`config.mk`:
```
export PLATFORM = sky130hd
export DESIGN_NAME = div_accel_top
export DESIGN_NICKNAME = d
export VERILOG_FILES = /design/src/axil_pkg.sv /design/src/mdu_pkg.sv /design/src/div_if.sv /design/src/axil_div_regs.sv /design/src/div_accel_top.sv /design/src/int_divider.sv
export SDC_FILE = /design/constraint.sdc
export NUM_CORES = 1
export LEC_CHECK = 0
export CAP_MARGIN = 0
export CORE_UTILIZATION = 51
export CTS_BUF_LIST = sky130_fd_sc_hd__clkbuf_8
export CTS_CLUSTER_DIAMETER = 60
export DETAILED_ROUTE_END_ITERATION = 16
export DONT_BUFFER_PORTS = 1
export GPL_TIMING_DRIVEN = 0
export PLACE_DENSITY_LB_ADDON = 0.1
export SYNTH_ARGS = -nofsm -noshare
export SYNTH_HDL_FRONTEND = slang
export SYNTH_SLANG_ARGS = --single-unit
```
`constraint.sdc`:
```
create_clock -name clk_i -period 5.3 [get_ports clk_i]
set_clock_uncertainty 0.15 [all_clocks]
set_input_delay 1.06 -clock clk_i [delete_from_list [all_inputs] [get_ports clk_i]]
set_output_delay 1.06 -clock clk_i [all_outputs]
set_load 0.01 [all_outputs]
```
`src/axil_pkg.sv`:
```
`default_nettype none

package axil_pkg;

	// ========================================
	// bus widths
	// ========================================
	localparam int ADDR_W = 8;
	localparam int DATA_W = 32;
	localparam int RESP_W = 2;

	// register map.
	localparam logic [ADDR_W-1:0] REG_OPA    = 8'h00;  // dividend.
	localparam logic [ADDR_W-1:0] REG_OPB    = 8'h04;  // divisor.
	localparam logic [ADDR_W-1:0] REG_CTRL   = 8'h08;  // op, write starts.
	localparam logic [ADDR_W-1:0] REG_STATUS = 8'h0C;  // busy, sticky done.
	localparam logic [ADDR_W-1:0] REG_RESULT = 8'h10;

	// response codes.
	localparam logic [RESP_W-1:0] RESP_OKAY   = 2'b00;
	localparam logic [RESP_W-1:0] RESP_SLVERR = 2'b10;
	localparam logic [RESP_W-1:0] RESP_DECERR = 2'b11;

endpackage

`default_nettype wire

```
`src/mdu_pkg.sv`:
```
`default_nettype none

package mdu_pkg;

	// ========================================
	// datapath sizes
	// ========================================
	localparam int XLEN        = 32;
	localparam int CNT_W       = $clog2(XLEN);  // one count per step.
	localparam int DIV_LATENCY = 34;            // start cycle to done.

	// bit 1 signed, bit 0 remainder.
	typedef enum logic [1:0] {
		OP_DIVU = 2'b00,
		OP_REMU = 2'b01,
		OP_DIV  = 2'b10,
		OP_REM  = 2'b11
	} div_op_e;

	// divider sequencer states.
	localparam int                DIV_ST_W = 2;
	localparam logic [DIV_ST_W-1:0] ST_IDLE  = 2'd0;
	localparam logic [DIV_ST_W-1:0] ST_LOAD  = 2'd1;
	localparam logic [DIV_ST_W-1:0] ST_ITER  = 2'd2;
	localparam logic [DIV_ST_W-1:0] ST_FIXUP = 2'd3;

endpackage

`default_nettype wire

```
`src/div_if.sv`:
```
`timescale 1ns/1ns
`default_nettype none

interface div_if;

	// command side.
	logic                     start;     // one-cycle pulse.
	mdu_pkg::div_op_e         op;
	logic [mdu_pkg::XLEN-1:0] dividend;
	logic [mdu_pkg::XLEN-1:0] divisor;

	// response side.
	logic                     busy;
	logic                     done;      // one-cycle pulse.
	logic [mdu_pkg::XLEN-1:0] result;    // held until next done.

	modport ctrl (
		output start,
		output op,
		output dividend,
		output divisor,
		input  busy,
		input  done,
		input  result
	);

	modport core (
		input  start,
		input  op,
		input  dividend,
		input  divisor,
		output busy,
		output done,
		output result
	);

endinterface

`default_nettype wire

```
`src/axil_div_regs.sv`:
```
`timescale 1ns/1ns
`default_nettype none

module axil_div_regs (
	input  wire logic                          clk_i,
	input  wire logic                          arst_n_i,

	input  wire logic [axil_pkg::ADDR_W-1:0]   s_awaddr_i,
	input  wire logic                          s_awvalid_i,
	output logic                               s_awready_o,

	input  wire logic [axil_pkg::DATA_W-1:0]   s_wdata_i,
	input  wire logic                          s_wvalid_i,
	output logic                               s_wready_o,

	output logic      [axil_pkg::RESP_W-1:0]   s_bresp_o,
	output logic                               s_bvalid_o,
	input  wire logic                          s_bready_i,

	input  wire logic [axil_pkg::ADDR_W-1:0]   s_araddr_i,
	input  wire logic                          s_arvalid_i,
	output logic                               s_arready_o,

	output logic      [axil_pkg::DATA_W-1:0]   s_rdata_o,
	output logic      [axil_pkg::RESP_W-1:0]   s_rresp_o,
	output logic                               s_rvalid_o,
	input  wire logic                          s_rready_i,

	div_if.ctrl                                div_p
);

	logic [axil_pkg::DATA_W-1:0] opa_q;
	logic [axil_pkg::DATA_W-1:0] opb_q;
	mdu_pkg::div_op_e            op_q;
	logic                        start_q;
	logic                        done_q;      // sticky until CTRL write.
	logic [axil_pkg::DATA_W-1:0] result_q;

	logic                        bvalid_q;
	logic [axil_pkg::RESP_W-1:0] bresp_q;
	logic                        rvalid_q;
	logic [axil_pkg::RESP_W-1:0] rresp_q;
	logic [axil_pkg::DATA_W-1:0] rdata_q;

	logic                        wr_acc;
	logic                        rd_acc;
	logic                        busy_eff;
	logic                        wr_opa;
	logic                        wr_opb;
	logic                        wr_ctrl;
	logic [axil_pkg::RESP_W-1:0] wr_resp;
	logic [axil_pkg::DATA_W-1:0] rd_data;
	logic [axil_pkg::RESP_W-1:0] rd_resp;

	// one transaction per channel.
	assign wr_acc   = s_awvalid_i && s_wvalid_i && !bvalid_q;
	assign rd_acc   = s_arvalid_i && !rvalid_q;
	assign busy_eff = div_p.busy | start_q;  // covers the start cycle.

	// ========================================
	// write decode
	// ========================================
	always_comb begin
		wr_opa  = 1'b0;
		wr_opb  = 1'b0;
		wr_ctrl = 1'b0;
		wr_resp = axil_pkg::RESP_DECERR;
		case (s_awaddr_i)
			axil_pkg::REG_OPA: begin
				wr_opa  = 1'b1;
				wr_resp = axil_pkg::RESP_OKAY;
			end
			axil_pkg::REG_OPB: begin
				wr_opb  = 1'b1;
				wr_resp = axil_pkg::RESP_OKAY;
			end
			axil_pkg::REG_CTRL: begin
				if (busy_eff) begin
					wr_resp = axil_pkg::RESP_SLVERR;  // refused, no effect.
				end else begin
					wr_ctrl = 1'b1;
					wr_resp = axil_pkg::RESP_OKAY;
				end
			end
			default: begin
			end
		endcase
	end

	// read mux.
	always_comb begin
		rd_data = '0;
		rd_resp = axil_pkg::RESP_OKAY;
		case (s_araddr_i)
			axil_pkg::REG_OPA:    rd_data = opa_q;
			axil_pkg::REG_OPB:    rd_data = opb_q;
			axil_pkg::REG_CTRL:   rd_data = {{(axil_pkg::DATA_W-2){1'b0}}, op_q};
			axil_pkg::REG_STATUS: rd_data = {{(axil_pkg::DATA_W-2){1'b0}}, done_q, busy_eff};
			axil_pkg::REG_RESULT: rd_data = result_q;
			default:              rd_resp = axil_pkg::RESP_DECERR;
		endcase
	end

	// ========================================
	// registers
	// ========================================
	always_ff @(posedge clk_i or negedge arst_n_i) begin
		if (!arst_n_i) begin
			opa_q    <= '0;
			opb_q    <= '0;
			op_q     <= mdu_pkg::OP_DIVU;
			start_q  <= 1'b0;
			done_q   <= 1'b0;
			result_q <= '0;
		end else begin
			start_q <= wr_acc && wr_ctrl;
			if (wr_acc && wr_opa) begin
				opa_q <= s_wdata_i;
			end
			if (wr_acc && wr_opb) begin
				opb_q <= s_wdata_i;
			end
			if (wr_acc && wr_ctrl) begin
				op_q   <= mdu_pkg::div_op_e'(s_wdata_i[1:0]);
				done_q <= 1'b0;
			end else if (div_p.done) begin
				done_q <= 1'b1;
			end
			if (div_p.done) begin
				result_q <= div_p.result;
			end
		end
	end

	// responses held until accepted.
	always_ff @(posedge clk_i or negedge arst_n_i) begin
		if (!arst_n_i) begin
			bvalid_q <= 1'b0;
			bresp_q  <= axil_pkg::RESP_OKAY;
			rvalid_q <= 1'b0;
			rresp_q  <= axil_pkg::RESP_OKAY;
			rdata_q  <= '0;
		end else begin
			if (wr_acc) begin
				bvalid_q <= 1'b1;
				bresp_q  <= wr_resp;
			end else if (s_bready_i) begin
				bvalid_q <= 1'b0;
			end
			if (rd_acc) begin
				rvalid_q <= 1'b1;
				rresp_q  <= rd_resp;
				rdata_q  <= rd_data;
			end else if (s_rready_i) begin
				rvalid_q <= 1'b0;
			end
		end
	end

	assign s_awready_o = wr_acc;
	assign s_wready_o  = wr_acc;
	assign s_bvalid_o  = bvalid_q;
	assign s_bresp_o   = bresp_q;
	assign s_arready_o = rd_acc;
	assign s_rvalid_o  = rvalid_q;
	assign s_rresp_o   = rresp_q;
	assign s_rdata_o   = rdata_q;

	assign div_p.start    = start_q;
	assign div_p.op       = op_q;
	assign div_p.dividend = opa_q;
	assign div_p.divisor  = opb_q;

endmodule

`default_nettype wire

```
`src/div_accel_top.sv`:
```
`timescale 1ns/1ns
`default_nettype none

module div_accel_top (
	input  wire logic                          clk_i,
	input  wire logic                          arst_n_i,

	input  wire logic [axil_pkg::ADDR_W-1:0]   s_awaddr_i,
	input  wire logic                          s_awvalid_i,
	output logic                               s_awready_o,

	input  wire logic [axil_pkg::DATA_W-1:0]   s_wdata_i,
	input  wire logic                          s_wvalid_i,
	output logic                               s_wready_o,

	output logic      [axil_pkg::RESP_W-1:0]   s_bresp_o,
	output logic                               s_bvalid_o,
	input  wire logic                          s_bready_i,

	input  wire logic [axil_pkg::ADDR_W-1:0]   s_araddr_i,
	input  wire logic                          s_arvalid_i,
	output logic                               s_arready_o,

	output logic      [axil_pkg::DATA_W-1:0]   s_rdata_o,
	output logic      [axil_pkg::RESP_W-1:0]   s_rresp_o,
	output logic                               s_rvalid_o,
	input  wire logic                          s_rready_i
);

	div_if div_bus ();  // register block to divider.

	axil_div_regs i_axil_div_regs (
		.clk_i       (clk_i),
		.arst_n_i    (arst_n_i),
		.s_awaddr_i  (s_awaddr_i),
		.s_awvalid_i (s_awvalid_i),
		.s_awready_o (s_awready_o),
		.s_wdata_i   (s_wdata_i),
		.s_wvalid_i  (s_wvalid_i),
		.s_wready_o  (s_wready_o),
		.s_bresp_o   (s_bresp_o),
		.s_bvalid_o  (s_bvalid_o),
		.s_bready_i  (s_bready_i),
		.s_araddr_i  (s_araddr_i),
		.s_arvalid_i (s_arvalid_i),
		.s_arready_o (s_arready_o),
		.s_rdata_o   (s_rdata_o),
		.s_rresp_o   (s_rresp_o),
		.s_rvalid_o  (s_rvalid_o),
		.s_rready_i  (s_rready_i),
		.div_p       (div_bus.ctrl)
	);

	int_divider i_int_divider (
		.clk_i    (clk_i),
		.arst_n_i (arst_n_i),
		.div_p    (div_bus.core)
	);

endmodule

`default_nettype wire

```
`src/int_divider.sv`:
```
`timescale 1ns/1ns
`default_nettype none

module int_divider (
	input  wire logic clk_i,
	input  wire logic arst_n_i,
	div_if.core       div_p
);

	logic [mdu_pkg::DIV_ST_W-1:0] state_q;
	logic [mdu_pkg::CNT_W-1:0]    cnt_q;
	mdu_pkg::div_op_e             op_q;
	logic                         sign_a_q;    // dividend negative.
	logic                         sign_b_q;    // divisor negative.
	logic                         div_zero_q;
	logic                         ovf_q;

	logic [mdu_pkg::XLEN-1:0] dividend_q;
	logic [mdu_pkg::XLEN-1:0] divisor_q;
	logic [mdu_pkg::XLEN-1:0] dvsr_q;      // divisor magnitude.
	logic [mdu_pkg::XLEN-1:0] quo_q;       // dividend shifting out, quotient in.
	logic [mdu_pkg::XLEN-1:0] rem_q;
	logic [mdu_pkg::XLEN-1:0] result_q;

	logic                     start_ok;
	logic                     in_fixup;
	logic [mdu_pkg::XLEN:0]   trial;
	logic [mdu_pkg::XLEN-1:0] quo_fix;
	logic [mdu_pkg::XLEN-1:0] rem_fix;
	logic [mdu_pkg::XLEN-1:0] fix_res;

	assign start_ok = div_p.start && (state_q == mdu_pkg::ST_IDLE);
	assign in_fixup = (state_q == mdu_pkg::ST_FIXUP);

	// next dividend bit in, divisor out.
	assign trial = {rem_q, quo_q[mdu_pkg::XLEN-1]} - {1'b0, dvsr_q};

	// ========================================
	// sequencer
	// ========================================
	always_ff @(posedge clk_i or negedge arst_n_i) begin
		if (!arst_n_i) begin
			state_q    <= mdu_pkg::ST_IDLE;
			cnt_q      <= '0;
			op_q       <= mdu_pkg::OP_DIVU;
			sign_a_q   <= 1'b0;
			sign_b_q   <= 1'b0;
			div_zero_q <= 1'b0;
			ovf_q      <= 1'b0;
		end else begin
			case (state_q)
				mdu_pkg::ST_IDLE: begin
					if (start_ok) begin
						state_q  <= mdu_pkg::ST_LOAD;
						op_q     <= div_p.op;
						sign_a_q <= div_p.op[1] & div_p.dividend[mdu_pkg::XLEN-1];
						sign_b_q <= div_p.op[1] & div_p.divisor[mdu_pkg::XLEN-1];
						// corner cases flagged up front.
						div_zero_q <= (div_p.divisor == '0);
						ovf_q      <= div_p.op[1] &&
							(div_p.dividend == {1'b1, {(mdu_pkg::XLEN-1){1'b0}}}) &&
							(div_p.divisor == '1);
					end
				end
				mdu_pkg::ST_LOAD: begin
					state_q <= mdu_pkg::ST_ITER;
					cnt_q   <= '0;
				end
				mdu_pkg::ST_ITER: begin
					cnt_q <= cnt_q + 1'b1;
					if (cnt_q == '1) begin
						state_q <= mdu_pkg::ST_FIXUP;  // last step.
					end
				end
				default: begin
					state_q <= mdu_pkg::ST_IDLE;
				end
			endcase
		end
	end

	// ========================================
	// datapath
	// ========================================
	always_ff @(posedge clk_i) begin
		case (state_q)
			mdu_pkg::ST_IDLE: begin
				if (start_ok) begin
					dividend_q <= div_p.dividend;
					divisor_q  <= div_p.divisor;
				end
			end
			mdu_pkg::ST_LOAD: begin
				dvsr_q <= sign_b_q ? ~divisor_q + 1'b1 : divisor_q;
				quo_q  <= sign_a_q ? ~dividend_q + 1'b1 : dividend_q;
				rem_q  <= '0;
			end
			mdu_pkg::ST_ITER: begin
				if (trial[mdu_pkg::XLEN]) begin
					// negative, keep the shifted remainder.
					rem_q <= {rem_q[mdu_pkg::XLEN-2:0], quo_q[mdu_pkg::XLEN-1]};
				end else begin
					rem_q <= trial[mdu_pkg::XLEN-1:0];
				end
				quo_q <= {quo_q[mdu_pkg::XLEN-2:0], ~trial[mdu_pkg::XLEN]};
			end
			default: begin
				result_q <= fix_res;
			end
		endcase
	end

	// sign fix-up and RISC-V special results.
	always_comb begin
		quo_fix = (sign_a_q ^ sign_b_q) ? ~quo_q + 1'b1 : quo_q;
		rem_fix = sign_a_q ? ~rem_q + 1'b1 : rem_q;  // follows the dividend.
		if (div_zero_q) begin
			quo_fix = '1;
			rem_fix = dividend_q;
		end else if (ovf_q) begin
			quo_fix = dividend_q;
			rem_fix = '0;
		end
		fix_res = op_q[0] ? rem_fix : quo_fix;
	end

	assign div_p.busy   = (state_q != mdu_pkg::ST_IDLE);
	assign div_p.done   = in_fixup;
	assign div_p.result = in_fixup ? fix_res : result_q;  // valid in the done cycle.

endmodule

`default_nettype wire

```
After elaboration in Yosys (flattened, before gate mapping)
Index checks and enable logic that the tools add are counted.

Flip-flop bits (word level): 310. Memories kept: 0. Output and inout bits: 41. Bits of input ports: 55. Memory bits (read-only): 0. Word-level logic and storage cells: 106. Latch bits: 0. Memory bits (writable): 0.

Add/sub/neg operators: 6. Reduce and logical (&&, ||, !) cells: 24. Shift-type cells: 0. Mux-type cells: 30. $lt $le $gt $ge: 0. Multiply operators: 0. Div/mod/pow operators: 0. Bitwise operators: 9. Equal/unequal tests: 14.

Operators with widths (number): 2-to-1 mux 32 bit (10); one-hot mux 32 bit (5 select lines) (1); adder 32 x 1 -> 32 bit (second input constant) (4); inverter 32 bit (4); one-hot mux 32 bit (2 select lines) (2); == test 32 bit (second input constant) (2); subtractor 33 x 32 -> 33 bit (1); zero test 32 bit (1); == test 8 x 4 -> 1 bit (second input constant) (3); == test 8 x 3 -> 1 bit (second input constant) (2); zero test 8 bit (2); 2-to-1 mux 1 bit (10); one-hot mux 5 bit (2 select lines) (1); nonzero test 2 bit (5); logical AND 1 bit (9); == test 8 x 5 -> 1 bit (second input constant) (1); 2-to-1 mux 2 bit (4); one-hot mux 2 bit (3 select lines) (1); adder 5 x 1 -> 5 bit (second input constant) (1); == test 5 bit (second input constant) (1); OR reduction 5 bit (1); == test 2 bit (second input constant) (2); inequality test 2 x 1 -> 1 bit (second input constant) (2); one-hot mux 2 bit (2 select lines) (1); 9 further kinds (12).

Depth between registers and ports, before layout
Gate-level depths: netlist of the first run.

Word-level depth: 6. Mapped depth: 13. Gate-level depth less buffers: 12.

Hierarchy
From an unflattened synthesis of the first run, not the netlist that was laid out.

Cell total of the unflattened synthesis: 1691. Area, all modules: 19107.1 sq um.

Modules (own cells, without submodules): int_divider (sequential area each 6065.8 sq um, times used 1, area each 13030.0 sq um, cells an instance 1259); axil_div_regs (sequential area each 3428.3 sq um, times used 1, area each 6077.1 sq um, cells an instance 432).

Least setup slack after synthesis of the first run
No wires, ideal clock.

Kind: register to register. From: register i_int_divider.rem_q[17] (netlist bit). To: register i_int_divider.rem_q[17] (netlist bit), data pin. Path slack: 1.781 ns. Clock period less this slack: 3.519 ns. Arrival time: 3.113 ns. Stages on the path, launching flop included: 13. Cell sequence: edfxtp_1 ha_1 clkbuf_1 a21o_1 a31o_2 a311o_1 or4_1 o21ai_1 o21ai_1 xor2_1 buf_2 mux2i_1 nor2b_1.

Longest elaborated chain between the ends: 3.

Ends and longest elaborated chain: start: declaration (line int_divider.sv:22) `logic [mdu_pkg::XLEN-1:0] rem_q;`; start signal: assignment (line int_divider.sv:101) `rem_q <= {rem_q[mdu_pkg::XLEN-2:0], quo_q[mdu_pkg::XLEN-1]};`; start signal: assignment (line int_divider.sv:103) `rem_q <= trial[mdu_pkg::XLEN-1:0];`; subtractor 33 x 32 -> 33 bit (line int_divider.sv:36) `assign trial = {rem_q, quo_q[mdu_pkg::XLEN-1]} - {1'b0, dvsr_q};`; 2-to-1 mux 32 bit (line int_divider.sv:99) `if (trial[mdu_pkg::XLEN]) begin`; one-hot mux 32 bit (2 select lines) (line int_divider.sv:86) `case (state_q)`.

Every way passes these cells. A chain may end at the register's enable or synchronous reset.

Worst setup path in the final report of the first run
From: register i_int_divider.quo_q[31] (netlist bit). To: register i_int_divider.rem_q[31] (netlist bit), data pin.

Longest elaborated chain between the ends: 3.

Ends and longest elaborated chain: start: declaration (line int_divider.sv:21) `logic [mdu_pkg::XLEN-1:0] quo_q;`; start signal: assignment (line int_divider.sv:95) `quo_q <= sign_a_q ? ~dividend_q + 1'b1 : dividend_q;`; start signal: assignment (line int_divider.sv:105) `quo_q <= {quo_q[mdu_pkg::XLEN-2:0], ~trial[mdu_pkg::XLEN]};`; subtractor 33 x 32 -> 33 bit (line int_divider.sv:36); 2-to-1 mux 32 bit (line int_divider.sv:99); one-hot mux 32 bit (2 select lines) (line int_divider.sv:86).

Every way passes these cells.

==> key figures, run 1 <==
Placed design
  – Placed cells: 2091
  – Placed Area: around 18000 um2
  – DP HPWL: around 39000 um
  – Gpl congestion: about 0.94
  – Port bufs: 0
  – Worst slack at placement: between 0.7 and 0.8 ns

Job
  – Max Cap Viol: 0

Setup path
  – Most common cell on crit path: o21ai_1
  – FF-to-FF setup slack: just under 0.7 ns
  – Worst path cell trace: inv_1, ha_1, fa_1, nand2b_1, a21oi_1, o21ai_1, a2111oi_2, o21ai_1, o21ai_1, xor2_1, buf_2, nand2_1, o32ai_1
  – Crit path DAT: 4.87 ns
  – CP max stage cell: a2111oi_2
  – Critical Path Sink Type: flop
  – Setup Crit Path Kind: flop to flop
  – Critical path launch point type: flop
  – Worst-path maximum fanout: 10
  – Worst EP required: 5.56 ns
  – Largest stage delay, worst path: 0.65 ns

Clocking
  – Clk pin slew, worst setup/hold paths: 0.06 ns
  – Clk sinks: 309
  – Clk root buf: clkbuf_8
  – CTS H-tree depth: 2
  – Max Root-Sink Buffers: 3
  – CTS Buf Count: 53
  – Worst-Skew Late Latency: about 0.62 ns
  – CTS tree: yes

Global route
  – GRT Total Usage: about 30%
  – Initial antenna violation count: 0
  – Grt total ovfl: 0
  – Largest net degree at the start of global routing: 150
  – Vias in the first global route: between 10000 and 15000
  – First-pass GRT wire length: just under 80000 um

Synthesis
  – Synthesized instance count: approximately 1600
  – Synthesized cell area: 17300 um2
  – Flops & latches, synth: ~310
  – Mean Syn Cell Area: ~11 um2
  – Post-synth top area share: between 20% and 30%
  – Area leader, netlist: edfxtp_1
  – Synth unique cells: 69
  – Synthesis Warnings: 0
  – Sequential element share of the synthesized area: 49.3%
  – Asr flop ratio synth: between 40 and 50%
  – Post-synth net total: 1740
  – Ys flop type: edfxtp_1
  – Post-synth EDFFs: 160
  – Top post-synthesis cells by area: edfxtp_1 (28%), dfrtp_1 (22%), mux2_2 (6.6%)

Final layout
  – Final net count: roughly 1800
  – FILL cells: just under 3000
  – Design area: ~19000 um2
  – Register area: 8530 um2
  – Final non-filler cell total: about 2200
  – Area grow syn2layout: 10.4%
  – Layout cell share with drive strength beyond 1: 11.9%
  – Ant diodes: 0
  – Multi-input gate area: around 8200 um2
  – Final core utilization: roughly 57%

Floorplan
  – Die area: 34700 um2
  – # IOs: 96
  – Starting Density: between 50% and 60%
  – # rows: 67
  – Die height: 186 um
  – Die width: 186 um
  – Area of the core: about 33000 um2

Timing
  – Fin worst setup slack: 0.695 ns
  – Worst Tran Pin Value: ~1.1 ns
  – Slew Limit Fails: 0
  – Final Hold Fails: 0
  – Hold WS: between 0.3 and 0.4 ns
  – Final setup fails: 0
  – Final critical-path required period: around 4.6 ns
  – Final period util: between 80% and 90%
  – Unrepaired setup endpoints after global routing: no
  – Fin Setup TNS: 0 ns
  – Peak Freq: ~220 MHz
  – Slew HR: about a quarter

Status
  – Status: finished clean

Route
  – Initial drt markers: about 1300
  – Post-route ant nets: 0
  – DRC violations left: 0
  – Via density: just over 6
  – DR pass1 iterations: 6
  – DR vias: 13245
  – Detailed Route WL: ~51000 um
  – WL/cell: 23.5 um

Pwr
  – P per Cell Area: 282 nW/um2
  – Tot Pwr: 5.39 mW
  – Max IR drop VDD: ~240 uV
  – Lkg Pwr: 7.45 nW

Hold path
  – Worst hold-check path type: primary input to async pin
synthesized netlist by cell type (all sizes together), types with 23 or more instances:
cell type	n
nor2	71
nand2	175
o22ai	23
nand2b	28
o31ai	34
ha	42
o21ai	141
inv	64
edfxtp	160
mux2	101
xor2	80
a22oi	37
xnor2	68
a21oi	73
mux2i	29
nor2b	35
clkbuf	69
dfrtp	149
flip-flops by register name, indices dropped and copies added, names as in the netlist, 2 cells and up:
name,flops
i_axil_div_regs.div_p.dividend,32
i_int_divider.dvsr_q,32
i_axil_div_regs.result_q,32
i_axil_div_regs.s_rdata_o,32
i_axil_div_regs.div_p.op,2
i_int_divider.state_q,2
i_int_divider.cnt_q,5
i_int_divider.divisor_q,32
i_int_divider.dividend_q,32
i_int_divider.quo_q,32
i_int_divider.rem_q,32
i_axil_div_regs.s_bresp_o,2
i_axil_div_regs.div_p.divisor,32
power breakdown:
part           internal (mW)  switching [mW]
sequential              2.58          0.0646
clock                   1.36            1.01
combinational          0.134           0.231
total                   4.08            1.31
final timing paths:
kind | cells past startpoint | end | start
min reg2reg | 1 | i_axil_div_regs.result_q[24] | i_axil_div_regs.result_q[24]
max | 13 | i_int_divider.rem_q[31] | i_int_divider.quo_q[31]
max in group asynchronous | 1 | i_axil_div_regs.result_q[20] | arst_n_i
min | 1 | i_axil_div_regs.div_p.dividend[1] | arst_n_i
max reg2reg | 13 | i_int_divider.rem_q[31] | i_int_divider.quo_q[31]
min in group clk_i | 1 | i_axil_div_regs.result_q[24] | i_axil_div_regs.result_q[24]
kinds of logic (layout without fill, tap and decap cells):
family,Yosys count,in the layout,share of synthesized area (%)
buffers and inverters,147,246,3.26
adders and majority gates,43,43,3.15
DFF,309,309,49.3
and+or+nand+nor,458,458,13.4
AOI/OAI and AO/OA,407,407,15.1
xor gates and xnor gates,148,148,7.49
muxes,130,130,8.25
per-layer routing:
layer	GRT usage (%)	vias to the layer above	wire (um)
met5	0	-	0
met4	11.5	0	1690
met3	5.47	95	3590
met2	49.0	488	23700
met1	41.0	6496	22400
li1	-	6166	-
layout make-up:
| type | count | area share, % |
|---|---|---|
| timing repair buffer | 2 | 0.249 |
| inverter | 64 | 1.26 |
| sequential | 309 | 44.7 |
| clock buffer | 62 | 4.47 |
| multi-input combinational | 1186 | 43.0 |
| tap | 448 | 2.94 |
| buffer | 83 | 1.70 |
| clock inverter | 35 | 1.66 |
placed cells by master, fill, tap and decap left out, drive strengths merged, types with 71 or more instances in the layout:
master | synthesis | final
nand2 | 175 | 175
xor2 | 80 | 80
a21oi | 73 | 73
inv | 64 | 77
edfxtp | 160 | 160
o21ai | 141 | 141
clkbuf | 69 | 131
mux2 | 101 | 101
nor2 | 71 | 71
dfrtp | 149 | 149
critical path: cells and delay by family (launching register included):
| family | cells | cell delay, ns |
|---|---|---|
| adders and majority gates | 2 | 0.66 |
| DFF | 1 | 0.37 |
| xor gates and xnor gates | 1 | 0.37 |
| and+or+nand+nor | 2 | 0.44 |
| buffers and inverters | 2 | 0.50 |
| AOI/OAI and AO/OA | 6 | 1.89 |
timing repair:
action                    CTS  global route
gates resized for setup     0             0
hold endpoints to repair  149             0
setup buffers               0             0
hold buffers                1             0
No activity file was read; power rests on OpenSTA's default activity.
==> run 2, diff against run 1 <==
Settings changed: CTS_BUF_LIST sky130_fd_sc_hd__clkbuf_8 to sky130_fd_sc_hd__clkbuf_4, PLACE_DENSITY set to 0.66, PLACE_DENSITY_LB_ADDON 0.1 to unset.
==> run 2 against run 1 <==
  * Register-to-register slack worse by 0.05 ns
  * Critical path type unchanged
  * Sequential share of layout area is 0.32 points higher
  * Final area is 0.70% lower
==> key figures, run 2 (synthesized netlist as in run 1, its figures left out) <==
Global route
  – GRT Total Usage: 30.3% (-0.12 points)
  – First-pass GRT wire length: 78300 um (+0.18%)
  – Grt total ovfl: 0 (unchanged)
  – Initial antenna violation count: 2 (+2)
  – Vias in the first global route: 13524 (+3.8%)
  – Largest net degree at the start of global routing: 150 (unchanged)

Clocking
  – CTS Buf Count: 81 (+53%)
  – Clk pin slew, worst setup/hold paths: 0.07 ns (about the same)
  – Clk root buf: clkbuf_4
  – CTS tree: yes
  – # resized after CTS: 0 (unchanged)
  – CTS H-tree depth: 3 (+1)
  – Clk sinks: 309 (unchanged)
  – Worst-Skew Late Latency: 0.78 ns (+0.16 ns)
  – Max Root-Sink Buffers: 3 (unchanged)

Route
  – DRC violations left: 0 (unchanged)
  – Post-route ant nets: 0 (unchanged)
  – DR vias: 13550 (+2.3%)
  – DR pass1 iterations: 6 (unchanged)
  – Via density: 6.05 (about the same)
  – Detailed Route WL: 51000 um (-0.84%)
  – WL/cell: 22.8 um (-3.1%)
  – Initial drt markers: 1291 (-0.39%)

Timing
  – Fin Setup TNS: 0 ns (unchanged)
  – Final Hold Fails: 0 (unchanged)
  – Slew HR: 22.2% (-2.1 points)
  – Slew Limit Fails: 0 (unchanged)
  – Final critical-path required period: 4.66 ns (+0.0501 ns)
  – Final period util: 87.8% (+0.95 points)
  – Worst Tran Pin Value: 1.16 ns (+0.0312 ns)
  – Peak Freq: 215 MHz (-1.1%)
  – Final setup fails: 0 (unchanged)
  – Unrepaired setup endpoints after global routing: no
  – Hold WS: 0.132 ns (-0.174 ns)

Floorplan
  – Die width: 186 um (unchanged)
  – # IOs: 96 (unchanged)
  – Die area: 34700 um2 (unchanged)
  – Area of the core: 33400 um2 (unchanged)
  – # rows: 67 (unchanged)
  – Starting Density: 51.7% (unchanged)
  – Die height: 186 um (unchanged)

Setup path
  – Worst EP required: 5.69 ns (+0.13 ns)
  – Worst path cell trace: inv_1, ha_1, fa_1, nand2b_1, a21oi_1, o21ai_1, a2111oi_2, o21ai_1, o21ai_1, xor2_1, buf_2, nand2_1, o32ai_1
  – CP max stage cell: a2111oi_2
  – Crit path DAT: 5.05 ns (+0.18 ns)
  – FF-to-FF setup slack: 0.64 ns (-0.05 ns)
  – Most common cell on crit path: o21ai_1
  – CP startpoint: i_int_divider.quo_q[31]
  – Critical Path Sink Type: flop
  – Setup Crit Path Kind: flop to flop
  – R2r worst-path depth: 13 (unchanged)
  – Reg2Reg Capture Point: i_int_divider.rem_q[31]
  – Largest stage delay, worst path: 0.68 ns (+0.03 ns)
  – Critical path launch point type: flop
  – Crit path to: i_int_divider.rem_q[31]
  – Reg2reg start: i_int_divider.quo_q[31]
  – Worst-path maximum fanout: 10 (unchanged)

Final layout
  – Most frequent cells in the layout: nand2_1 (175), edfxtp_1 (160), dfrtp_1 (149)
  – Design area: 19000 um2 (-0.70%)
  – Commonest non-fill, non-tap cell in the layout: nand2_1
  – Area grow syn2layout: 9.59%
  – Final core utilization: 56.7% (-0.40 points)
  – Layout cell share with drive strength beyond 1: 14.5% (+2.6 points)
  – Final net count: 1824 (+1.5%)

Pwr
  – Combinational power share: 7.1% (+0.3 points)
  – Sw Share: 25.7% (+1.4 points)
  – Max IR drop VDD: 242 uV (+0.63%)
  – Sequential power share: 51.5% (+2.4 points)
  – P per Cell Area: 271 nW/um2 (-4.1%)
  – Pint: 3.82 mW (-6.5%)
  – P_sw: 1.32 mW (+0.62%)
  – Clk network pwr share: 41.4% (-2.7 points)
  – Lkg Pwr: 7.42 nW (-0.45%)
  – Tot Pwr: 5.14 mW (-4.7%)

Placed design
  – DP HPWL: 37900 um (-2.7%)
  – Gpl congestion: 0.924 (-1.4%)
  – Port bufs: 0 (unchanged)
  – Placed Area: 17900 um2 (about the same)

Status
  – Status: finished clean

Hold path
  – Worst hold-check path type: primary input to async pin

Job
  – Max Cap Viol: 0 (unchanged)
## run 2: cell types whose count changed in the layout (fill, tap and decap cells not counted), sizes merged
cell / delta
buf: -1
clkbuf: +67
inv: -12
clkinv: -2
clkinvlp: +2
diode: +3
bufinv: -6
## run 2: power by group through the flow
stage               clock network, mW  registers [mW]  logic [mW]
floorplan                           0            2.67       0.250
global placement                    0            2.70       0.329
detailed placement                  0            2.69       0.335
CTS                              2.17            2.65       0.363
global route                     2.29            2.65       0.400
finish                           2.13            2.65       0.364
## run 2: what timing repair did
item	CTS	global route
hold endpoints to repair	149	0
hold buffers	1	0
setup buffers	0	0
## run 2: area by class of cell
class / count / area, um2
tap: 448 / 561
fill: 2962 / 14500
multi-input combinational: 1186 / 8220
antenna: 3 / 7.51
clock buffer: 129 / 968
sequential: 309 / 8530
clock inverter: 17 / 77.6
timing repair buffer: 1 / 27.5
buffer: 83 / 324
inverter: 64 / 243
## run 2: how the worst min path moves through the flow
stage	slack (ns)	end	cells past startpoint
after floorplan	0.30	i_int_divider.dividend_q[18]	0
after global placement	0.32	i_axil_div_regs.result_q[24]	1
after detailed placement	0.33	i_axil_div_regs.result_q[24]	1
after CTS	0.14	i_axil_div_regs.s_bresp_o[1]	1
after global routing	0.14	i_axil_div_regs.div_p.divisor[4]	1
final	0.13	i_axil_div_regs.s_rdata_o[8]	1
## run 2: worst max-delay path, delay by kind of cell, from the launching register on
family,cells,cell delay [ns]
flops,1,0.38
compound gates,6,1.94
simple gates,2,0.44
xor+xnor,1,0.35
buf+inv,2,0.51
fa+ha+maj,2,0.65
## run 2: stage by stage
step	setup WS (ns)	std cells
after floorplan	1.78	1642
after global placement	0.521	2090
after detailed placement	0.717	2090
after CTS	0.668	2237
after global routing	0.457	2240
final	0.645	2240
## run 2: per-layer routing
layer / routed length [um] / part of all wire, % / track usage (%) / up-vias
li1: - / - / - / 6275
met1: 22100 / 43 / 40.7 / 6617
met2: 23400 / 46 / 48.4 / 564
met3: 3940 / 7.7 / 6.39 / 94
met4: 1490 / 2.9 / 11.1 / 0
met5: 0 / 0 / 0 / -
==> run 3, diff against run 2 <==
Settings changed: CORE_UTILIZATION 51 to 45, PLACE_DENSITY 0.66 to unset.
==> run 3 against run 2 <==
  * Sequential power barely moved
  * Sequential share of layout area fell by 0.33 points
  * Hold slack improved by 0.055 ns
  * Global-route usage fell by 3.2 points
  * Highest routed layer unchanged
==> key figures, run 3 (synthesized netlist as in run 1, its figures left out) <==
Hold path
  – Worst hold-check path type: primary input to async pin

Pwr
  – P_sw: 1.30 mW (-1.4%)
  – Clk network pwr share: 42.2% (+0.8 points)
  – Pint: 3.91 mW (+2.4%)
  – Combinational power share: 7.0% (about the same)
  – Tot Pwr: 5.21 mW (+1.4%)
  – Lkg Pwr: 7.46 nW (+0.56%)
  – Sw Share: 25.0% (-0.71 points)
  – Sequential power share: 50.8% (-0.7 points)
  – P per Cell Area: 273 nW/um2 (+0.70%)
  – Max IR drop VDD: 182 uV (-25%)

Route
  – Via density: 5.85 (-3.2%)
  – DRC violations left: 0 (unchanged)
  – DR vias: 13471 (-0.58%)
  – Post-route ant nets: 0 (unchanged)
  – Detailed Route WL: 52100 um (+2.2%)
  – Initial drt markers: 1151 (-11%)
  – DR pass1 iterations: 6 (unchanged)
  – WL/cell: 22.7 um (-0.49%)

Placed design
  – DP HPWL: 39300 um (+3.7%)
  – Port bufs: 0 (unchanged)
  – Gpl congestion: 0.893 (-3.4%)

Floorplan
  – Area of the core: 37800 um2 (+13%)
  – Die height: 198 um (+6.4%)
  – Die area: 39200 um2 (+13%)
  – Starting Density: 45.8% (-5.9 points)
  – Die width: 198 um (+6.4%)
  – # IOs: 96 (unchanged)
  – # rows: 71 (+6.0%)

Clocking
  – CTS Buf Count: 80 (-1.2%)
  – CTS tree: yes
  – Setup bufs post-CTS: 0 (unchanged)
  – Clk pin slew, worst setup/hold paths: 0.08 ns (about the same)
  – # resized after CTS: 0 (unchanged)
  – Worst-Skew Late Latency: 0.72 ns (-0.06 ns)
  – Max Root-Sink Buffers: 3 (unchanged)
  – Clk sinks: 309 (unchanged)
  – CTS H-tree depth: 3 (unchanged)
  – Clk root buf: clkbuf_4

Status
  – Status: finished clean

Setup path
  – FF-to-FF setup slack: 0.63 ns (about the same)
  – Largest stage delay, worst path: 0.70 ns (+0.02 ns)
  – Most common cell on crit path: o21ai_1
  – Crit path DAT: 5.04 ns (about the same)
  – Critical path launch point type: flop
  – Critical Path Sink Type: flop
  – CP max stage cell: a2111oi_2
  – Worst path cell trace: inv_1, ha_1, fa_1, nand2b_1, a21oi_1, o21ai_1, a2111oi_2, o21ai_1, o21ai_1, xor2_1, buf_2, nand2_1, o32ai_1
  – Worst-path maximum fanout: 10 (unchanged)
  – Reg2Reg Capture Point: i_int_divider.rem_q[31]
  – Reg2reg start: i_int_divider.quo_q[31]
  – R2r worst-path depth: 13 (unchanged)
  – Setup Crit Path Kind: flop to flop
  – Worst EP required: 5.68 ns (about the same)

Global route
  – Largest net degree at the start of global routing: 150 (unchanged)
  – Initial antenna violation count: 1 (-1)
  – Grt total ovfl: 0 (unchanged)
  – First-pass GRT wire length: 80100 um (+2.4%)
  – Vias in the first global route: 13491 (-0.24%)
  – GRT Total Usage: 27.1% (-3.2 points)

Timing
  – Final period util: 88.0% (+0.20 points)
  – Final setup fails: 0 (unchanged)
  – Slew HR: 23.8% (+1.7 points)
  – Slew Limit Fails: 0 (unchanged)
  – Peak Freq: 214 MHz (-0.23%)
  – Final critical-path required period: 4.67 ns (+0.0108 ns)
  – Worst Tran Pin Value: 1.13 ns (-0.0306 ns)
  – Fin Setup TNS: 0 ns (unchanged)
  – Final Hold Fails: 0 (unchanged)
  – Unrepaired setup endpoints after global routing: no

Final layout
  – Commonest non-fill, non-tap cell in the layout: nand2_1
  – Layout cell share with drive strength beyond 1: 14.8% (+0.22 points)
  – Most frequent cells in the layout: nand2_1 (175), edfxtp_1 (160), dfrtp_1 (149)
  – Final net count: 1824 (unchanged)
  – FILL cells: 3455 (+17%)
  – Area grow syn2layout: 10.4%

Job
  – Max Cap Viol: 0 (unchanged)
-- run 3: cell types whose count changed in the layout (fill, tap and decap cells not counted), sizes merged --
cell,delta
buf,+1
diode,-2
inv,-1
clkinv,+1
clkbuf,-1
bufinv,+2
clkinvlp,-2
-- run 3: per-stage QoR --
| stage | setup slack [ns] | utilization, % | instance area (um2) | hold slack [ns] | instances |
|---|---|---|---|---|---|
| final | 0.634 | 50.6 | 19100 | 0.187 | 2301 |
| after global routing | 0.373 | 50.6 | 19100 | 0.200 | 2301 |
| after CTS | 0.664 | 50.6 | 19100 | 0.182 | 2300 |
| after detailed placement | 0.697 | 47.6 | 18000 | 0.336 | 2154 |
| after global placement | 0.371 | 47.5 | 17900 | 0.326 | 2153 |
| after floorplan | 1.78 | - | 17300 | 0.302 | 1642 |
-- run 3: power groups by stage --
stage / clock (mW) / sequential [mW] / combinational, mW
floorplan: 0 / 2.67 / 0.250
global placement: 0 / 2.70 / 0.333
detailed placement: 0 / 2.69 / 0.338
CTS: 2.25 / 2.65 / 0.366
global route: 2.37 / 2.65 / 0.404
finish: 2.20 / 2.65 / 0.367
-- run 3: layout make-up --
cell class	instances	area (um2)	share of cell area, %
sequential	309	8530	44.7
multi-input combinational	1186	8220	43.0
clock buffer	128	961	5.03
tap	511	639	3.35
buffer	83	324	1.70
inverter	64	240	1.26
clock inverter	17	133	0.694
timing repair buffer	2	47.5	0.249
antenna	1	2.50	0.0131
-- run 3: timing repair --
item / in CTS / in global routing
endpoints found under the hold margin: 149 / 0
hold buffers: 1 / 0
endpoints found under the setup margin: 0 / 0
-- run 3: critical path, delay by kind of cell (launching register included) --
kind,cells,cell delay (ns)
AOI/OAI and AO/OA,6,1.98
adders and majority gates,2,0.65
buffers and inverters,2,0.49
and+or+nand+nor,2,0.42
xor gates and xnor gates,1,0.39
DFF,1,0.37
-- run 3: how the worst max path moves through the flow --
stage                                        start                 endpoint  cells past startpoint  slack (ns)
after floorplan            i_int_divider.rem_q[17]  i_int_divider.rem_q[17]                     12        1.78
after global placement    i_int_divider.state_q[0]      i_int_divider.ovf_q                      8        0.37
after detailed placement   i_int_divider.quo_q[31]  i_int_divider.rem_q[31]                     13        0.70
after CTS                  i_int_divider.quo_q[31]  i_int_divider.rem_q[31]                     13        0.66
after global routing       i_int_divider.quo_q[31]  i_int_divider.rem_q[31]                     13        0.37
final                      i_int_divider.quo_q[31]  i_int_divider.rem_q[31]                     13        0.63
-- run 3: routing by layer --
metal	up-vias	wire (um)	GRT usage, %
met2	480	24300	43.9
li1	6251	-	-
met3	86	3150	4.87
met1	6654	23200	36.6
met4	0	1470	9.24
met5	-	0	0
